===== src/source/mem_packet_pkg.sv =====
// --------------------------------------------------------------------------
// Memory packet format
// Field widths, command codes and the request body union
// --------------------------------------------------------------------------

package mem_packet_pkg;

  // Word address and data
  localparam int ADDR_W = 16;
  localparam int DATA_W = 32;
  localparam int STRB_W = 4;
  localparam int TAG_W  = 8;

  // One-bit command codes
  localparam logic CMD_READ  = 1'b0;
  localparam logic CMD_WRITE = 1'b1;

  // Body is strobes over data, or reserved bits over a tag
  localparam int BODY_W = STRB_W + DATA_W;
  localparam int RSVD_W = BODY_W - TAG_W;

  // Field positions inside each view
  localparam int WDATA_LSB = 0;
  localparam int WSTRB_LSB = DATA_W;
  localparam int TAG_LSB   = 0;

  // Write view  {wstrb, wdata}
  // Read view   {28 reserved bits, tag}
  typedef union packed {
    logic [BODY_W-1:0] wr;
    logic [BODY_W-1:0] rd;
  } mem_req_body_u;

endpackage


===== src/source/cu_cache_cfg_pkg.sv =====
// --------------------------------------------------------------------------
// Front end configuration
// Queue depths, credit widths, write buffer limit and FSM state codes
// --------------------------------------------------------------------------

package cu_cache_cfg_pkg;

  // Request and response queue sizes
  localparam int REQ_FIFO_DEPTH   = 16;
  localparam int RESP_FIFO_DEPTH  = 16;
  // Fill level that stops new commands
  localparam int RESP_ALMOST_FULL = 14;

  // Credit counter and write counter width
  localparam int CREDIT_W = 5;

  // Writes allowed in flight while the backend buffer is not empty
  localparam logic [CREDIT_W-1:0] WTBUF_DEPTH = 5'd8;

  // Registers between the drain condition and done_o
  localparam int DONE_SYNC_STAGES = 2;

  // Command FSM encoding
  localparam int STATE_W = 2;
  localparam logic [STATE_W-1:0] ST_RESET = 2'd0;
  localparam logic [STATE_W-1:0] ST_READY = 2'd1;
  localparam logic [STATE_W-1:0] ST_READ  = 2'd2;
  localparam logic [STATE_W-1:0] ST_WRITE = 2'd3;

endpackage

===== src/source/cu_cache_top.sv =====
// --------------------------------------------------------------------------
// Compute-unit memory front end
// Request path, command control and response path around a word backend
// --------------------------------------------------------------------------

`timescale 1ns/1ps

module cu_cache_top (
  input  logic                                ap_clk,
  input  logic                                areset_control,
  input  logic                                desc_valid_i,
  input  logic [mem_packet_pkg::ADDR_W-1:0]   desc_base_i,
  input  logic                                req_valid_i,
  input  logic                                req_cmd_i,
  input  logic [mem_packet_pkg::ADDR_W-1:0]   req_addr_i,
  input  mem_packet_pkg::mem_req_body_u       req_body_i,
  output logic                                req_credit_o,
  input  logic                                resp_credit_i,
  output logic                                resp_valid_o,
  output logic                                resp_cmd_o,
  output logic [mem_packet_pkg::ADDR_W-1:0]   resp_addr_o,
  output logic [mem_packet_pkg::TAG_W-1:0]    resp_tag_o,
  output logic [mem_packet_pkg::DATA_W-1:0]   resp_data_o,
  output logic                                mem_valid_o,
  output logic [mem_packet_pkg::ADDR_W-1:0]   mem_addr_o,
  output logic [mem_packet_pkg::DATA_W-1:0]   mem_wdata_o,
  output logic [mem_packet_pkg::STRB_W-1:0]   mem_wstrb_o,
  input  logic                                mem_ready_i,
  input  logic                                mem_rvalid_i,
  input  logic [mem_packet_pkg::DATA_W-1:0]   mem_rdata_i,
  input  logic                                mem_wtb_empty_i,
  output logic                                done_o
);

  // Queue head
  logic                              head_valid;
  logic                              head_cmd;
  logic [mem_packet_pkg::ADDR_W-1:0] head_addr;
  mem_packet_pkg::mem_req_body_u     head_body;
  logic                              head_pop;
  logic                              req_empty;

  // Response queue handshake
  logic resp_push;
  logic resp_almost_full;
  logic resp_empty;

  request_path i_request_path (
    .ap_clk (ap_clk), .areset_control (areset_control),
    .desc_valid_i (desc_valid_i), .desc_base_i (desc_base_i),
    .req_valid_i (req_valid_i), .req_cmd_i (req_cmd_i),
    .req_addr_i (req_addr_i), .req_body_i (req_body_i),
    .head_pop_i (head_pop), .req_credit_o (req_credit_o),
    .head_valid_o (head_valid), .head_cmd_o (head_cmd),
    .head_addr_o (head_addr), .head_body_o (head_body),
    .empty_o (req_empty)
  );

  cu_cache_control i_cu_cache_control (
    .ap_clk (ap_clk), .areset_control (areset_control),
    .head_valid_i (head_valid), .head_cmd_i (head_cmd),
    .head_addr_i (head_addr), .head_body_i (head_body),
    .resp_almost_full_i (resp_almost_full), .req_empty_i (req_empty),
    .resp_empty_i (resp_empty), .mem_ready_i (mem_ready_i),
    .mem_rvalid_i (mem_rvalid_i), .mem_wtb_empty_i (mem_wtb_empty_i),
    .head_pop_o (head_pop), .resp_push_o (resp_push),
    .mem_valid_o (mem_valid_o), .mem_addr_o (mem_addr_o),
    .mem_wdata_o (mem_wdata_o), .mem_wstrb_o (mem_wstrb_o),
    .done_o (done_o)
  );

  // Reply formed from the head still in the request queue
  response_path i_response_path (
    .ap_clk (ap_clk), .areset_control (areset_control),
    .push_i (resp_push), .cmd_i (head_cmd), .addr_i (head_addr),
    .body_i (head_body), .mem_rdata_i (mem_rdata_i),
    .resp_credit_i (resp_credit_i), .almost_full_o (resp_almost_full),
    .empty_o (resp_empty), .resp_valid_o (resp_valid_o),
    .resp_cmd_o (resp_cmd_o), .resp_addr_o (resp_addr_o),
    .resp_tag_o (resp_tag_o), .resp_data_o (resp_data_o)
  );

endmodule


===== src/source/response_path.sv =====
// --------------------------------------------------------------------------
// Response path
// Formats replies, queues them and releases one per held credit
// --------------------------------------------------------------------------

`timescale 1ns/1ps

module response_path (
  input  logic                                ap_clk,
  input  logic                                areset_control,
  input  logic                                push_i,
  input  logic                                cmd_i,
  input  logic [mem_packet_pkg::ADDR_W-1:0]   addr_i,
  input  mem_packet_pkg::mem_req_body_u       body_i,
  input  logic [mem_packet_pkg::DATA_W-1:0]   mem_rdata_i,
  input  logic                                resp_credit_i,
  output logic                                almost_full_o,
  output logic                                empty_o,
  output logic                                resp_valid_o,
  output logic                                resp_cmd_o,
  output logic [mem_packet_pkg::ADDR_W-1:0]   resp_addr_o,
  output logic [mem_packet_pkg::TAG_W-1:0]    resp_tag_o,
  output logic [mem_packet_pkg::DATA_W-1:0]   resp_data_o
);

  localparam int ENTRY_W = 1 + mem_packet_pkg::ADDR_W + mem_packet_pkg::TAG_W
                           + mem_packet_pkg::DATA_W;

  logic                                  is_read;
  logic [ENTRY_W-1:0]                    reply;
  logic [ENTRY_W-1:0]                    head;
  logic [cu_cache_cfg_pkg::CREDIT_W-1:0] credits;
  logic                                  pop;

  // Tag and data only on reads, zero on writes
  assign is_read = (cmd_i == mem_packet_pkg::CMD_READ);
  assign reply   = {cmd_i, addr_i,
                    is_read ? body_i.rd[mem_packet_pkg::TAG_LSB +: mem_packet_pkg::TAG_W] : '0,
                    is_read ? mem_rdata_i : '0};

  sync_fifo #(
    .WIDTH       (ENTRY_W),
    .DEPTH       (cu_cache_cfg_pkg::RESP_FIFO_DEPTH),
    .ALMOST_FULL (cu_cache_cfg_pkg::RESP_ALMOST_FULL)
  ) i_resp_fifo (
    .ap_clk         (ap_clk),
    .areset_control (areset_control),
    .push_i         (push_i),
    .din_i          (reply),
    .pop_i          (pop),
    .dout_o         (head),
    .empty_o        (empty_o),
    .almost_full_o  (almost_full_o)
  );

  // Pop only with a credit in hand
  assign pop = ~empty_o & (credits != '0);

  always_ff @(posedge ap_clk) begin
    if (areset_control) begin
      credits      <= '0;
      resp_valid_o <= 1'b0;
    end else begin
      credits      <= credits + resp_credit_i - pop;
      resp_valid_o <= pop;
    end
  end

  // Output register
  always_ff @(posedge ap_clk) begin
    if (pop) begin
      {resp_cmd_o, resp_addr_o, resp_tag_o, resp_data_o} <= head;
    end
  end

endmodule


===== src/source/cu_cache_control.sv =====
// --------------------------------------------------------------------------
// Command control
// Issues queued requests to the backend port, tracks writes against the
// backend write buffer and raises done once everything has drained
// --------------------------------------------------------------------------

`timescale 1ns/1ps

module cu_cache_control (
  input  logic                                ap_clk,
  input  logic                                areset_control,
  input  logic                                head_valid_i,
  input  logic                                head_cmd_i,
  input  logic [mem_packet_pkg::ADDR_W-1:0]   head_addr_i,
  input  mem_packet_pkg::mem_req_body_u       head_body_i,
  input  logic                                resp_almost_full_i,
  input  logic                                req_empty_i,
  input  logic                                resp_empty_i,
  input  logic                                mem_ready_i,
  input  logic                                mem_rvalid_i,
  input  logic                                mem_wtb_empty_i,
  output logic                                head_pop_o,
  output logic                                resp_push_o,
  output logic                                mem_valid_o,
  output logic [mem_packet_pkg::ADDR_W-1:0]   mem_addr_o,
  output logic [mem_packet_pkg::DATA_W-1:0]   mem_wdata_o,
  output logic [mem_packet_pkg::STRB_W-1:0]   mem_wstrb_o,
  output logic                                done_o
);

  logic [cu_cache_cfg_pkg::STATE_W-1:0]  state;
  logic [cu_cache_cfg_pkg::STATE_W-1:0]  next_state;
  logic [cu_cache_cfg_pkg::CREDIT_W-1:0] wr_count;

  logic can_issue;
  logic wtbuf_full;
  logic read_cond;
  logic write_cond;
  logic write_issue;
  logic drained;
  logic [cu_cache_cfg_pkg::DONE_SYNC_STAGES-1:0] done_sync;

  // ------------------------------------------------------------------------
  // Issue conditions
  // ------------------------------------------------------------------------
  assign can_issue  = head_valid_i & mem_ready_i & ~resp_almost_full_i;
  // Too many writes while the buffer still holds data
  assign wtbuf_full = (wr_count >= cu_cache_cfg_pkg::WTBUF_DEPTH) & ~mem_wtb_empty_i;
  assign read_cond  = can_issue & (head_cmd_i == mem_packet_pkg::CMD_READ);
  assign write_cond = can_issue & (head_cmd_i == mem_packet_pkg::CMD_WRITE) & ~wtbuf_full;

  always_ff @(posedge ap_clk) begin
    if (areset_control) begin
      state <= cu_cache_cfg_pkg::ST_RESET;
    end else begin
      state <= next_state;
    end
  end

  // ------------------------------------------------------------------------
  // Next state
  // ------------------------------------------------------------------------
  always_comb begin
    next_state = state;
    case (state)
      cu_cache_cfg_pkg::ST_RESET: begin
        next_state = cu_cache_cfg_pkg::ST_READY;
      end
      cu_cache_cfg_pkg::ST_READY: begin
        // Reads take priority
        if (read_cond) begin
          next_state = cu_cache_cfg_pkg::ST_READ;
        end else if (write_cond) begin
          next_state = cu_cache_cfg_pkg::ST_WRITE;
        end
      end
      cu_cache_cfg_pkg::ST_READ: begin
        if (mem_rvalid_i) begin
          next_state = cu_cache_cfg_pkg::ST_READY;
        end
      end
      default: begin
        next_state = cu_cache_cfg_pkg::ST_READY;
      end
    endcase
  end

  // Port strobes from the current state
  always_comb begin
    mem_valid_o = 1'b0;
    head_pop_o  = 1'b0;
    resp_push_o = 1'b0;
    case (state)
      cu_cache_cfg_pkg::ST_READ: begin
        // Held until the read data returns
        mem_valid_o = ~mem_rvalid_i;
        head_pop_o  = mem_rvalid_i;
        resp_push_o = mem_rvalid_i;
      end
      cu_cache_cfg_pkg::ST_WRITE: begin
        // Single cycle, always accepted
        mem_valid_o = 1'b1;
        head_pop_o  = 1'b1;
        resp_push_o = 1'b1;
      end
      default: begin
        mem_valid_o = 1'b0;
      end
    endcase
  end

  // Backend fields from the queue head
  assign mem_addr_o  = head_addr_i;
  assign mem_wdata_o = head_body_i.wr[mem_packet_pkg::WDATA_LSB +: mem_packet_pkg::DATA_W];
  assign mem_wstrb_o = head_body_i.wr[mem_packet_pkg::WSTRB_LSB +: mem_packet_pkg::STRB_W]
                       & {mem_packet_pkg::STRB_W{head_cmd_i == mem_packet_pkg::CMD_WRITE}};

  // ------------------------------------------------------------------------
  // Write buffer counter and done
  // ------------------------------------------------------------------------
  assign write_issue = (state == cu_cache_cfg_pkg::ST_WRITE);

  always_ff @(posedge ap_clk) begin
    if (areset_control) begin
      wr_count <= '0;
    end else if (mem_wtb_empty_i) begin
      // Buffer drained, only this cycle's write remains
      wr_count <= {{(cu_cache_cfg_pkg::CREDIT_W-1){1'b0}}, write_issue};
    end else if (write_issue) begin
      wr_count <= wr_count + 1'b1;
    end
  end

  assign drained = req_empty_i & resp_empty_i & mem_wtb_empty_i & mem_ready_i
                   & (state == cu_cache_cfg_pkg::ST_READY);

  // Fixed two-stage latency to done_o
  always_ff @(posedge ap_clk) begin
    if (areset_control) begin
      done_sync <= '0;
    end else begin
      done_sync <= {done_sync[cu_cache_cfg_pkg::DONE_SYNC_STAGES-2:0], drained};
    end
  end

  assign done_o = done_sync[cu_cache_cfg_pkg::DONE_SYNC_STAGES-1];

endmodule


===== src/source/request_path.sv =====
// --------------------------------------------------------------------------
// Request path
// Holds the descriptor, registers requests twice adding the base address,
// queues them and returns one credit per pop
// --------------------------------------------------------------------------

`timescale 1ns/1ps

module request_path (
  input  logic                                ap_clk,
  input  logic                                areset_control,
  input  logic                                desc_valid_i,
  input  logic [mem_packet_pkg::ADDR_W-1:0]   desc_base_i,
  input  logic                                req_valid_i,
  input  logic                                req_cmd_i,
  input  logic [mem_packet_pkg::ADDR_W-1:0]   req_addr_i,
  input  mem_packet_pkg::mem_req_body_u       req_body_i,
  input  logic                                head_pop_i,
  output logic                                req_credit_o,
  output logic                                head_valid_o,
  output logic                                head_cmd_o,
  output logic [mem_packet_pkg::ADDR_W-1:0]   head_addr_o,
  output mem_packet_pkg::mem_req_body_u       head_body_o,
  output logic                                empty_o
);

  localparam int ENTRY_W = 1 + mem_packet_pkg::ADDR_W + mem_packet_pkg::BODY_W;

  logic                              desc_held;
  logic [mem_packet_pkg::ADDR_W-1:0] desc_base;

  // Pipeline stages
  logic                              s1_valid;
  logic                              s1_cmd;
  logic [mem_packet_pkg::ADDR_W-1:0] s1_addr;
  mem_packet_pkg::mem_req_body_u     s1_body;
  logic                              s2_valid;
  logic [ENTRY_W-1:0]                s2_entry;
  logic [ENTRY_W-1:0]                head_entry;

  // ------------------------------------------------------------------------
  // Control registers
  // ------------------------------------------------------------------------
  always_ff @(posedge ap_clk) begin
    if (areset_control) begin
      desc_held    <= 1'b0;
      s1_valid     <= 1'b0;
      s2_valid     <= 1'b0;
      req_credit_o <= 1'b0;
    end else begin
      // Descriptor stays valid until reset
      if (desc_valid_i) begin
        desc_held <= 1'b1;
      end
      s1_valid     <= req_valid_i;
      s2_valid     <= s1_valid;
      // One credit back per queue pop
      req_credit_o <= head_pop_i;
    end
  end

  // Payload registers
  always_ff @(posedge ap_clk) begin
    if (desc_valid_i) begin
      desc_base <= desc_base_i;
    end
    s1_cmd   <= req_cmd_i;
    s1_addr  <= req_addr_i;
    s1_body  <= req_body_i;
    // Base offset in the second stage
    s2_entry <= {s1_cmd, s1_addr + desc_base, s1_body};
  end

  // ------------------------------------------------------------------------
  // Request queue
  // ------------------------------------------------------------------------
  sync_fifo #(
    .WIDTH       (ENTRY_W),
    .DEPTH       (cu_cache_cfg_pkg::REQ_FIFO_DEPTH),
    .ALMOST_FULL (cu_cache_cfg_pkg::REQ_FIFO_DEPTH)
  ) i_req_fifo (
    .ap_clk         (ap_clk),
    .areset_control (areset_control),
    .push_i         (s2_valid),
    .din_i          (s2_entry),
    .pop_i          (head_pop_i),
    .dout_o         (head_entry),
    .empty_o        (empty_o),
    .almost_full_o  ()
  );

  // Head fields, gated by the descriptor
  assign {head_cmd_o, head_addr_o, head_body_o} = head_entry;
  assign head_valid_o = ~empty_o & desc_held;

endmodule


===== src/source/sync_fifo.sv =====
// --------------------------------------------------------------------------
// Synchronous FIFO, first word falls through
// Head is visible without a pop, almost-full taken from the occupancy count
// --------------------------------------------------------------------------

`timescale 1ns/1ps

module sync_fifo #(
  parameter int WIDTH       = 32,
  parameter int DEPTH       = 16,
  parameter int ALMOST_FULL = 14
) (
  input  logic             ap_clk,
  input  logic             areset_control,
  input  logic             push_i,
  input  logic [WIDTH-1:0] din_i,
  input  logic             pop_i,
  output logic [WIDTH-1:0] dout_o,
  output logic             empty_o,
  output logic             almost_full_o
);

  localparam int PTR_W = $clog2(DEPTH);
  localparam int CNT_W = $clog2(DEPTH + 1);
  localparam logic [CNT_W-1:0] AF_LEVEL = CNT_W'(ALMOST_FULL);

  // Storage, no reset
  logic [WIDTH-1:0] mem [DEPTH];

  logic [PTR_W-1:0] wr_ptr;
  logic [PTR_W-1:0] rd_ptr;
  logic [CNT_W-1:0] count;

  always_ff @(posedge ap_clk) begin
    if (push_i) begin
      mem[wr_ptr] <= din_i;
    end
  end

  // Pointers and occupancy
  always_ff @(posedge ap_clk) begin
    if (areset_control) begin
      wr_ptr <= '0;
      rd_ptr <= '0;
      count  <= '0;
    end else begin
      if (push_i) begin
        wr_ptr <= wr_ptr + 1'b1;
      end
      if (pop_i) begin
        rd_ptr <= rd_ptr + 1'b1;
      end
      case ({push_i, pop_i})
        2'b10:   count <= count + 1'b1;
        2'b01:   count <= count - 1'b1;
        default: count <= count;
      endcase
    end
  end

  // Head word straight from the array
  assign dout_o        = mem[rd_ptr];
  assign empty_o       = (count == '0);
  assign almost_full_o = (count >= AF_LEVEL);

endmodule


===== config.mk =====
export PLATFORM = sky130hd
export DESIGN_NAME = cu_cache_top
export DESIGN_NICKNAME = d
export VERILOG_FILES = /design/src/source/mem_packet_pkg.sv /design/src/source/cu_cache_cfg_pkg.sv /design/src/source/cu_cache_top.sv /design/src/source/response_path.sv /design/src/source/cu_cache_control.sv /design/src/source/request_path.sv /design/src/source/sync_fifo.sv
export SDC_FILE = /design/constraint.sdc
export NUM_CORES = 2
export LEC_CHECK = 0
export BUFFER_PORTS_ARGS = -buffer_cell sky130_fd_sc_hd__buf_2
export CAP_MARGIN = 0
export CELL_PAD_IN_SITES_DETAIL_PLACEMENT = 1
export CELL_PAD_IN_SITES_GLOBAL_PLACEMENT = 1
export CORE_UTILIZATION = 38
export CTS_CLUSTER_DIAMETER = 50
export DETAILED_ROUTE_END_ITERATION = 12
export PLACE_DENSITY = 0.56
export SLEW_MARGIN = 20
export SYNTH_ARGS = -nofsm -noshare
export SYNTH_HDL_FRONTEND = slang
export SYNTH_SLANG_ARGS = --single-unit

===== constraint.sdc =====
create_clock -name ap_clk -period 6.2 [get_ports ap_clk]
set_input_delay 1.24 -clock ap_clk [delete_from_list [all_inputs] [get_ports ap_clk]]
set_output_delay 1.24 -clock ap_clk [all_outputs]
set_load 0.03 [all_outputs]

* Word-level counts from Yosys, hierarchy flattened
Memories as Yosys holds them, arrays and structs flattened. A register that Yosys moved wholly into a read port is not among the register bits.
Index checks and enable logic that the tools add are counted.
** Operators by class
- $add $sub $neg :: 12
- $lt $le $gt $ge :: 2
- Equal/unequal tests :: 9
- Mux-type cells :: 18
- Bitwise logic cells :: 20
- Reductions and logical operators :: 8
** Operator list (number)
- $mux W32 :: 1
- $pmux W5 S2 :: 2
- $add A16 B16 Y16 :: 1
- $add A4 B1 Y4 const B :: 4
- $add A5 B1 Y5 const B :: 3
- $and A1 B1 Y1 :: 12
- $ge A5 B4 Y1 const B :: 2
- $logic_not A5 Y1 :: 2
- $sub A5 B1 Y5 const B :: 2
- $eq A2 B2 Y1 const B :: 4
- $mux W4 :: 2
- $mux W8 :: 1
- $not A1 Y1 :: 7
- $eq A2 B1 Y1 const B :: 3
- $mux W1 :: 6
- $mux W2 :: 3
- $reduce_bool A2 Y1 :: 3
- $add A5 B1 Y5 :: 1
- $reduce_bool A5 Y1 :: 1
- $sub A5 B1 Y5 :: 1
- $and A4 B4 Y4 :: 1
- $pmux W1 S2 :: 2
- $pmux W2 S2 :: 1
- $ne A3 B1 Y1 const B :: 1
- other kinds (3) :: 3
** Storage, ports and cells
- Register bits after elaboration :: 167
- Memory bits (writable) :: 1760
- Output and inout bits :: 113
- Word-level logic and storage cells :: 92
- Memories :: 2
** Memory list
- i_response_path.i_resp_fifo.mem :: words 16, bits a word 57, read ports 1, clocked after memory_dff 1, write ports 1, RTL line sync_fifo.sv:28 : logic [WIDTH-1:0] mem [DEPTH];
- i_request_path.i_req_fifo.mem :: words 16, bits a word 53, read ports 1, clocked after memory_dff 1, write ports 1, RTL line sync_fifo.sv:28

* Logic depth before layout (Yosys ltp)
- Word-level depth :: 10
- Gate-level depth with buffers :: 14

* Cells and area by module
A second synthesis with hierarchy kept.
** Unflattened totals
- Cell total of the unflattened synthesis :: 3264
- Area, all modules :: 74751.7 µm²
** By module, submodules not included
- sync_fifo at i_response_path.i_resp_fifo :: instances 1, cells an instance 1507, area an instance 34996.1 µm², seq. area each 27726.6 µm²
- sync_fifo at i_request_path.i_req_fifo :: instances 1, cells an instance 1279, area an instance 33027.9 µm², seq. area each 25804.7 µm²
- request_path :: instances 1, cells an instance 239, area an instance 3568.4 µm², seq. area each 2682.6 µm²
- response_path :: instances 1, cells an instance 141, area an instance 2349.8 µm², seq. area each 1831.8 µm²
- cu_cache_control :: instances 1, cells an instance 98, area an instance 809.5 µm², seq. area each 180.2 µm²

* Worst setup path before layout
No wires, ideal clock.
- Path kind :: input-to-reg
- Start :: in mem_rvalid_i
- End :: mem i_response_path.i_resp_fifo.mem[2][0] (netlist name) (enable)
- Arrival :: 5844 ps
- Setup slack :: -187 ps
- Stages :: 5
- Buffers on the path :: 1
- Path through :: o21ai_1 > inv_1 > clkbuf_1 > nand2_1 > nor3_1
** Between the ends
- Word-level cells in the longest chain between the ends :: 3
** RTL lines
- start: declaration :: RTL line cu_cache_top.sv:29 : input logic mem_rvalid_i,
- $pmux W1 S2
- net head_pop :: RTL line cu_cache_top.sv:40 : logic head_pop;
- $mux W1 :: RTL line sync_fifo.sv:35 : if (push_i) begin
- $mux W1 (implied by the code) :: RTL line sync_fifo.sv:36 : mem[wr_ptr] <= din_i;
- end: declaration :: RTL line sync_fifo.sv:28
The timed path passes the listed nets, and every way through them passes these cells.

==> impl_results.md <==
- Final slew viol count: 0
- Area Overhead vs Synth: 15.5%
- Setup Skew: 38.6 ps
- Grt met3 use: 0.0306
- Syn nets: 3244
- Tmin final: 5020 ps
- Layout cell share with drive strength beyond 1: 0.341
- WP data required: 4960 ps
- Initial antenna violation count: 18
- Die ar.: 197000 um^2
- CP Class: flop to primary output
- Crit. End Element: primary output
- Static Leak: 26.7 nW
- First-pass GRT wire length: 260000 um
- Initial core utilization: 0.384
- Via count: 33000
- Clk buf depth: 3
- Post-synth top flop: edfxtp_1
- Largest net degree at the start of global routing: 138
- Fin nets: 3595
- Total negative slack: 0 ps
- HPWL Detailed: 96300 um
- RSZ-0062 raised after global routing: false
- Cts repair resizes: 0
- Average size of a mapped cell: 24.0 um^2
- Row cnt: 161
- Final setup viols: 0
- Syn. warnings: 0
- FMAX: 0.199 GHz
- GP Congestion: 0.723
- CP cell instances: buf_12 > mux4_2 > mux4_2 > buf_2
- Met1 usage: 0.235
- Crit-path max FO: 71
- Synth Register Bits: 1988
- Worst Path Arrival: 3780 ps
- Post-synthesis cell type count: 63
- Worst-margin pin slew: 1070 ps
- # IOs: 222
- VDD IR-drop max: 244 uV
- Routed wire length: 181000 um
- Setup WS post-layout: 1180 ps
- Worst-path clk slew: 60 ps
- CP bufs+invs: 2
- Met2 usage: 0.326
- DR WL/cell: 29.4 um
- CTS tree: done
- Number of synthesized flops with an enable pin: 1833
- Status: complete, no violations
- Most frequent CP cell: mux4_2
- Hold Crit Class: flop to flop
- Num CTS Buffers: 220
- Dpl cells: 5749
- Sink Count: 1988
- Slowest cell delay on critical path: 740 ps
- Core Region: 193000 um^2
- Pre-CTS WS: 1960 ps
- Final ANT Viol Nets: 0
- Ys async rst share: 0
- Fin. Hold Viols: 0
- Power Density: 333 nW/um^2
- Crit start category: flop
- Cell family with most CP delay: multiplexers
- H-tree levels: 4
- DRC violations left: 0
- HP Start: i_request_path.s1_body[27]$_DFF_P_
- CTS Hold Bufs: 0
- Cells after synthesis: 3094
- Later-pin clock latency in the skew report: 840 ps
- Die H: 444 um
- Chip Width: 444 um
- Vias in the first global route: 36300
- Slew headroom: 0.284
- Final cell count without fillers: 6172
- Number of post-CTS setup repair buffers: 0
- Iter 0 DRT Violations: 2719
- Root Driver: clkbuf_16
- Slowest CP cell: dfxtp_4
- Router iterations before antenna repair: 5
- Fin crit share: 0.810
- Global route overflow: 0
- GRT Total Usage: 0.185
- Register area share after synthesis: 0.784
- Port buffer count: 221
- Gr busiest metal: met2
- Synth Cell Area: 74200 um^2
- Max-cap violations: 0
- Post-DR vias/cell: 5.34
-- flip-flops by register name (all words and copies together), names as in the netlist, 4 cells and up, named ones only --
| signal | cells |
|---|---|
| i_response_path.credits | 5 |
| i_request_path.i_req_fifo.mem | 848 |
| i_request_path.i_req_fifo.rd_ptr | 4 |
| i_request_path.s1_addr | 16 |
| i_response_path.resp_addr_o | 16 |
| i_response_path.i_resp_fifo.mem | 912 |
| i_request_path.s2_entry | 53 |
| i_response_path.resp_tag_o | 8 |
| i_request_path.desc_base | 16 |
| i_response_path.i_resp_fifo.wr_ptr | 4 |
| i_response_path.resp_data_o | 32 |
| i_response_path.i_resp_fifo.rd_ptr | 4 |
| i_cu_cache_control.wr_count | 5 |
| i_request_path.i_req_fifo.wr_ptr | 4 |
| i_response_path.i_resp_fifo.count | 5 |
| i_request_path.s1_body | 36 |
| i_request_path.i_req_fifo.count | 5 |
-- placed cells by master, fill, tap and decap left out, drive strengths merged, types with 3 or more instances in the layout --
master	netlist	layout
or2	3	3
dfxtp	155	155
mux4	550	550
nand2b	3	3
nor3	12	12
nor2	59	59
nand3	4	4
a21o	5	5
a21oi	25	25
nand4	9	9
and2	21	21
nor2b	52	52
edfxtp	1833	1833
xnor2	13	13
o21ai	11	11
bufinv	0	16
ha	39	39
a31oi	4	4
nor3b	4	4
or3	4	4
clkinvlp	0	12
nand3b	3	3
mux2i	6	6
clkbuf	72	273
diode	0	10
inv	25	47
xor2	24	24
clkinv	0	90
buf	90	291
nand2	31	31
-- through the flow --
| step | hold slack (ps) | power (mW) | util | area, um^2 |
|---|---|---|---|---|
| after detailed placement | 313 | 16.0 | 0.406 | 78400 |
| after floorplan | 310 | 15.7 | - | 74200 |
| final | 320 | 28.6 | 0.444 | 85700 |
| after CTS | 326 | 28.9 | 0.443 | 85700 |
| after global routing | 327 | 29.4 | 0.444 | 85700 |
| after global placement | 310 | 15.9 | 0.406 | 78400 |
-- cell type report --
cell class / instances / area (um^2)
repair buffers: 291 / 1780
well taps: 2526 / 3160
clock buffers: 273 / 5950
fillers: 17400 / 107000
multi-input cells: 919 / 15200
inverters: 25 / 93.8
clock inverters: 140 / 1340
flip-flops and latches: 1988 / 58200
diodes: 10 / 25.0
-- layer usage --
metal | routed length (um) | part of all wire
met3 | 7640 | 0.042
met2 | 95100 | 0.52
met1 | 74100 | 0.41
met5 | 27 | 0.00015
met4 | 4340 | 0.024
-- final timing paths --
kind / to / slack (ps) / cells after the start
worst max register to register: i_response_path.i_resp_fifo.mem[13][31]$_DFFE_PP_ / 2110 / 4
worst min register to register: i_request_path.s2_entry[27]$_DFF_P_ / 320 / 0
worst min-delay path: i_request_path.s2_entry[27]$_DFF_P_ / 320 / 0
worst max-delay path: mem_addr_o[6] / 1180 / 4
-- synth_stat cells (13+ instances only) --
cell | count | area share
nor2_1 | 59 | 0.0030
inv_1 | 25 | 0.0013
nor2b_1 | 38 | 0.0032
xnor2_1 | 13 | 0.0015
edfxtp_1 | 1833 | 0.74
xor2_1 | 24 | 0.0028
and2_1 | 21 | 0.0018
ha_1 | 39 | 0.0066
dfxtp_1 | 155 | 0.042
a21oi_1 | 25 | 0.0017
nand2_1 | 31 | 0.0016
buf_6 | 24 | 0.0036
buf_4 | 19 | 0.0019
buf_2 | 32 | 0.0022
clkbuf_1 | 72 | 0.0036
mux4_2 | 541 | 0.16
-- cell families after synthesis --
| kind of cell | after synthesis | synth area share |
|---|---|---|
| mux | 558 | 0.169 |
| simple gates | 214 | 0.0160 |
| xor+xnor | 37 | 0.00437 |
| flops | 1988 | 0.784 |
| compound gates | 69 | 0.00594 |
| fa+ha+maj | 41 | 0.00712 |
| buf+inv | 187 | 0.0140 |
-- report_power, final --
part | internal, mW | switching, mW | total, mW
Combinational | 0.247 | 0.384 | 0.631
Clock | 7.53 | 5.39 | 12.9
Sequential | 14.8 | 0.192 | 15.0
(Power assumes the default switching activity.)
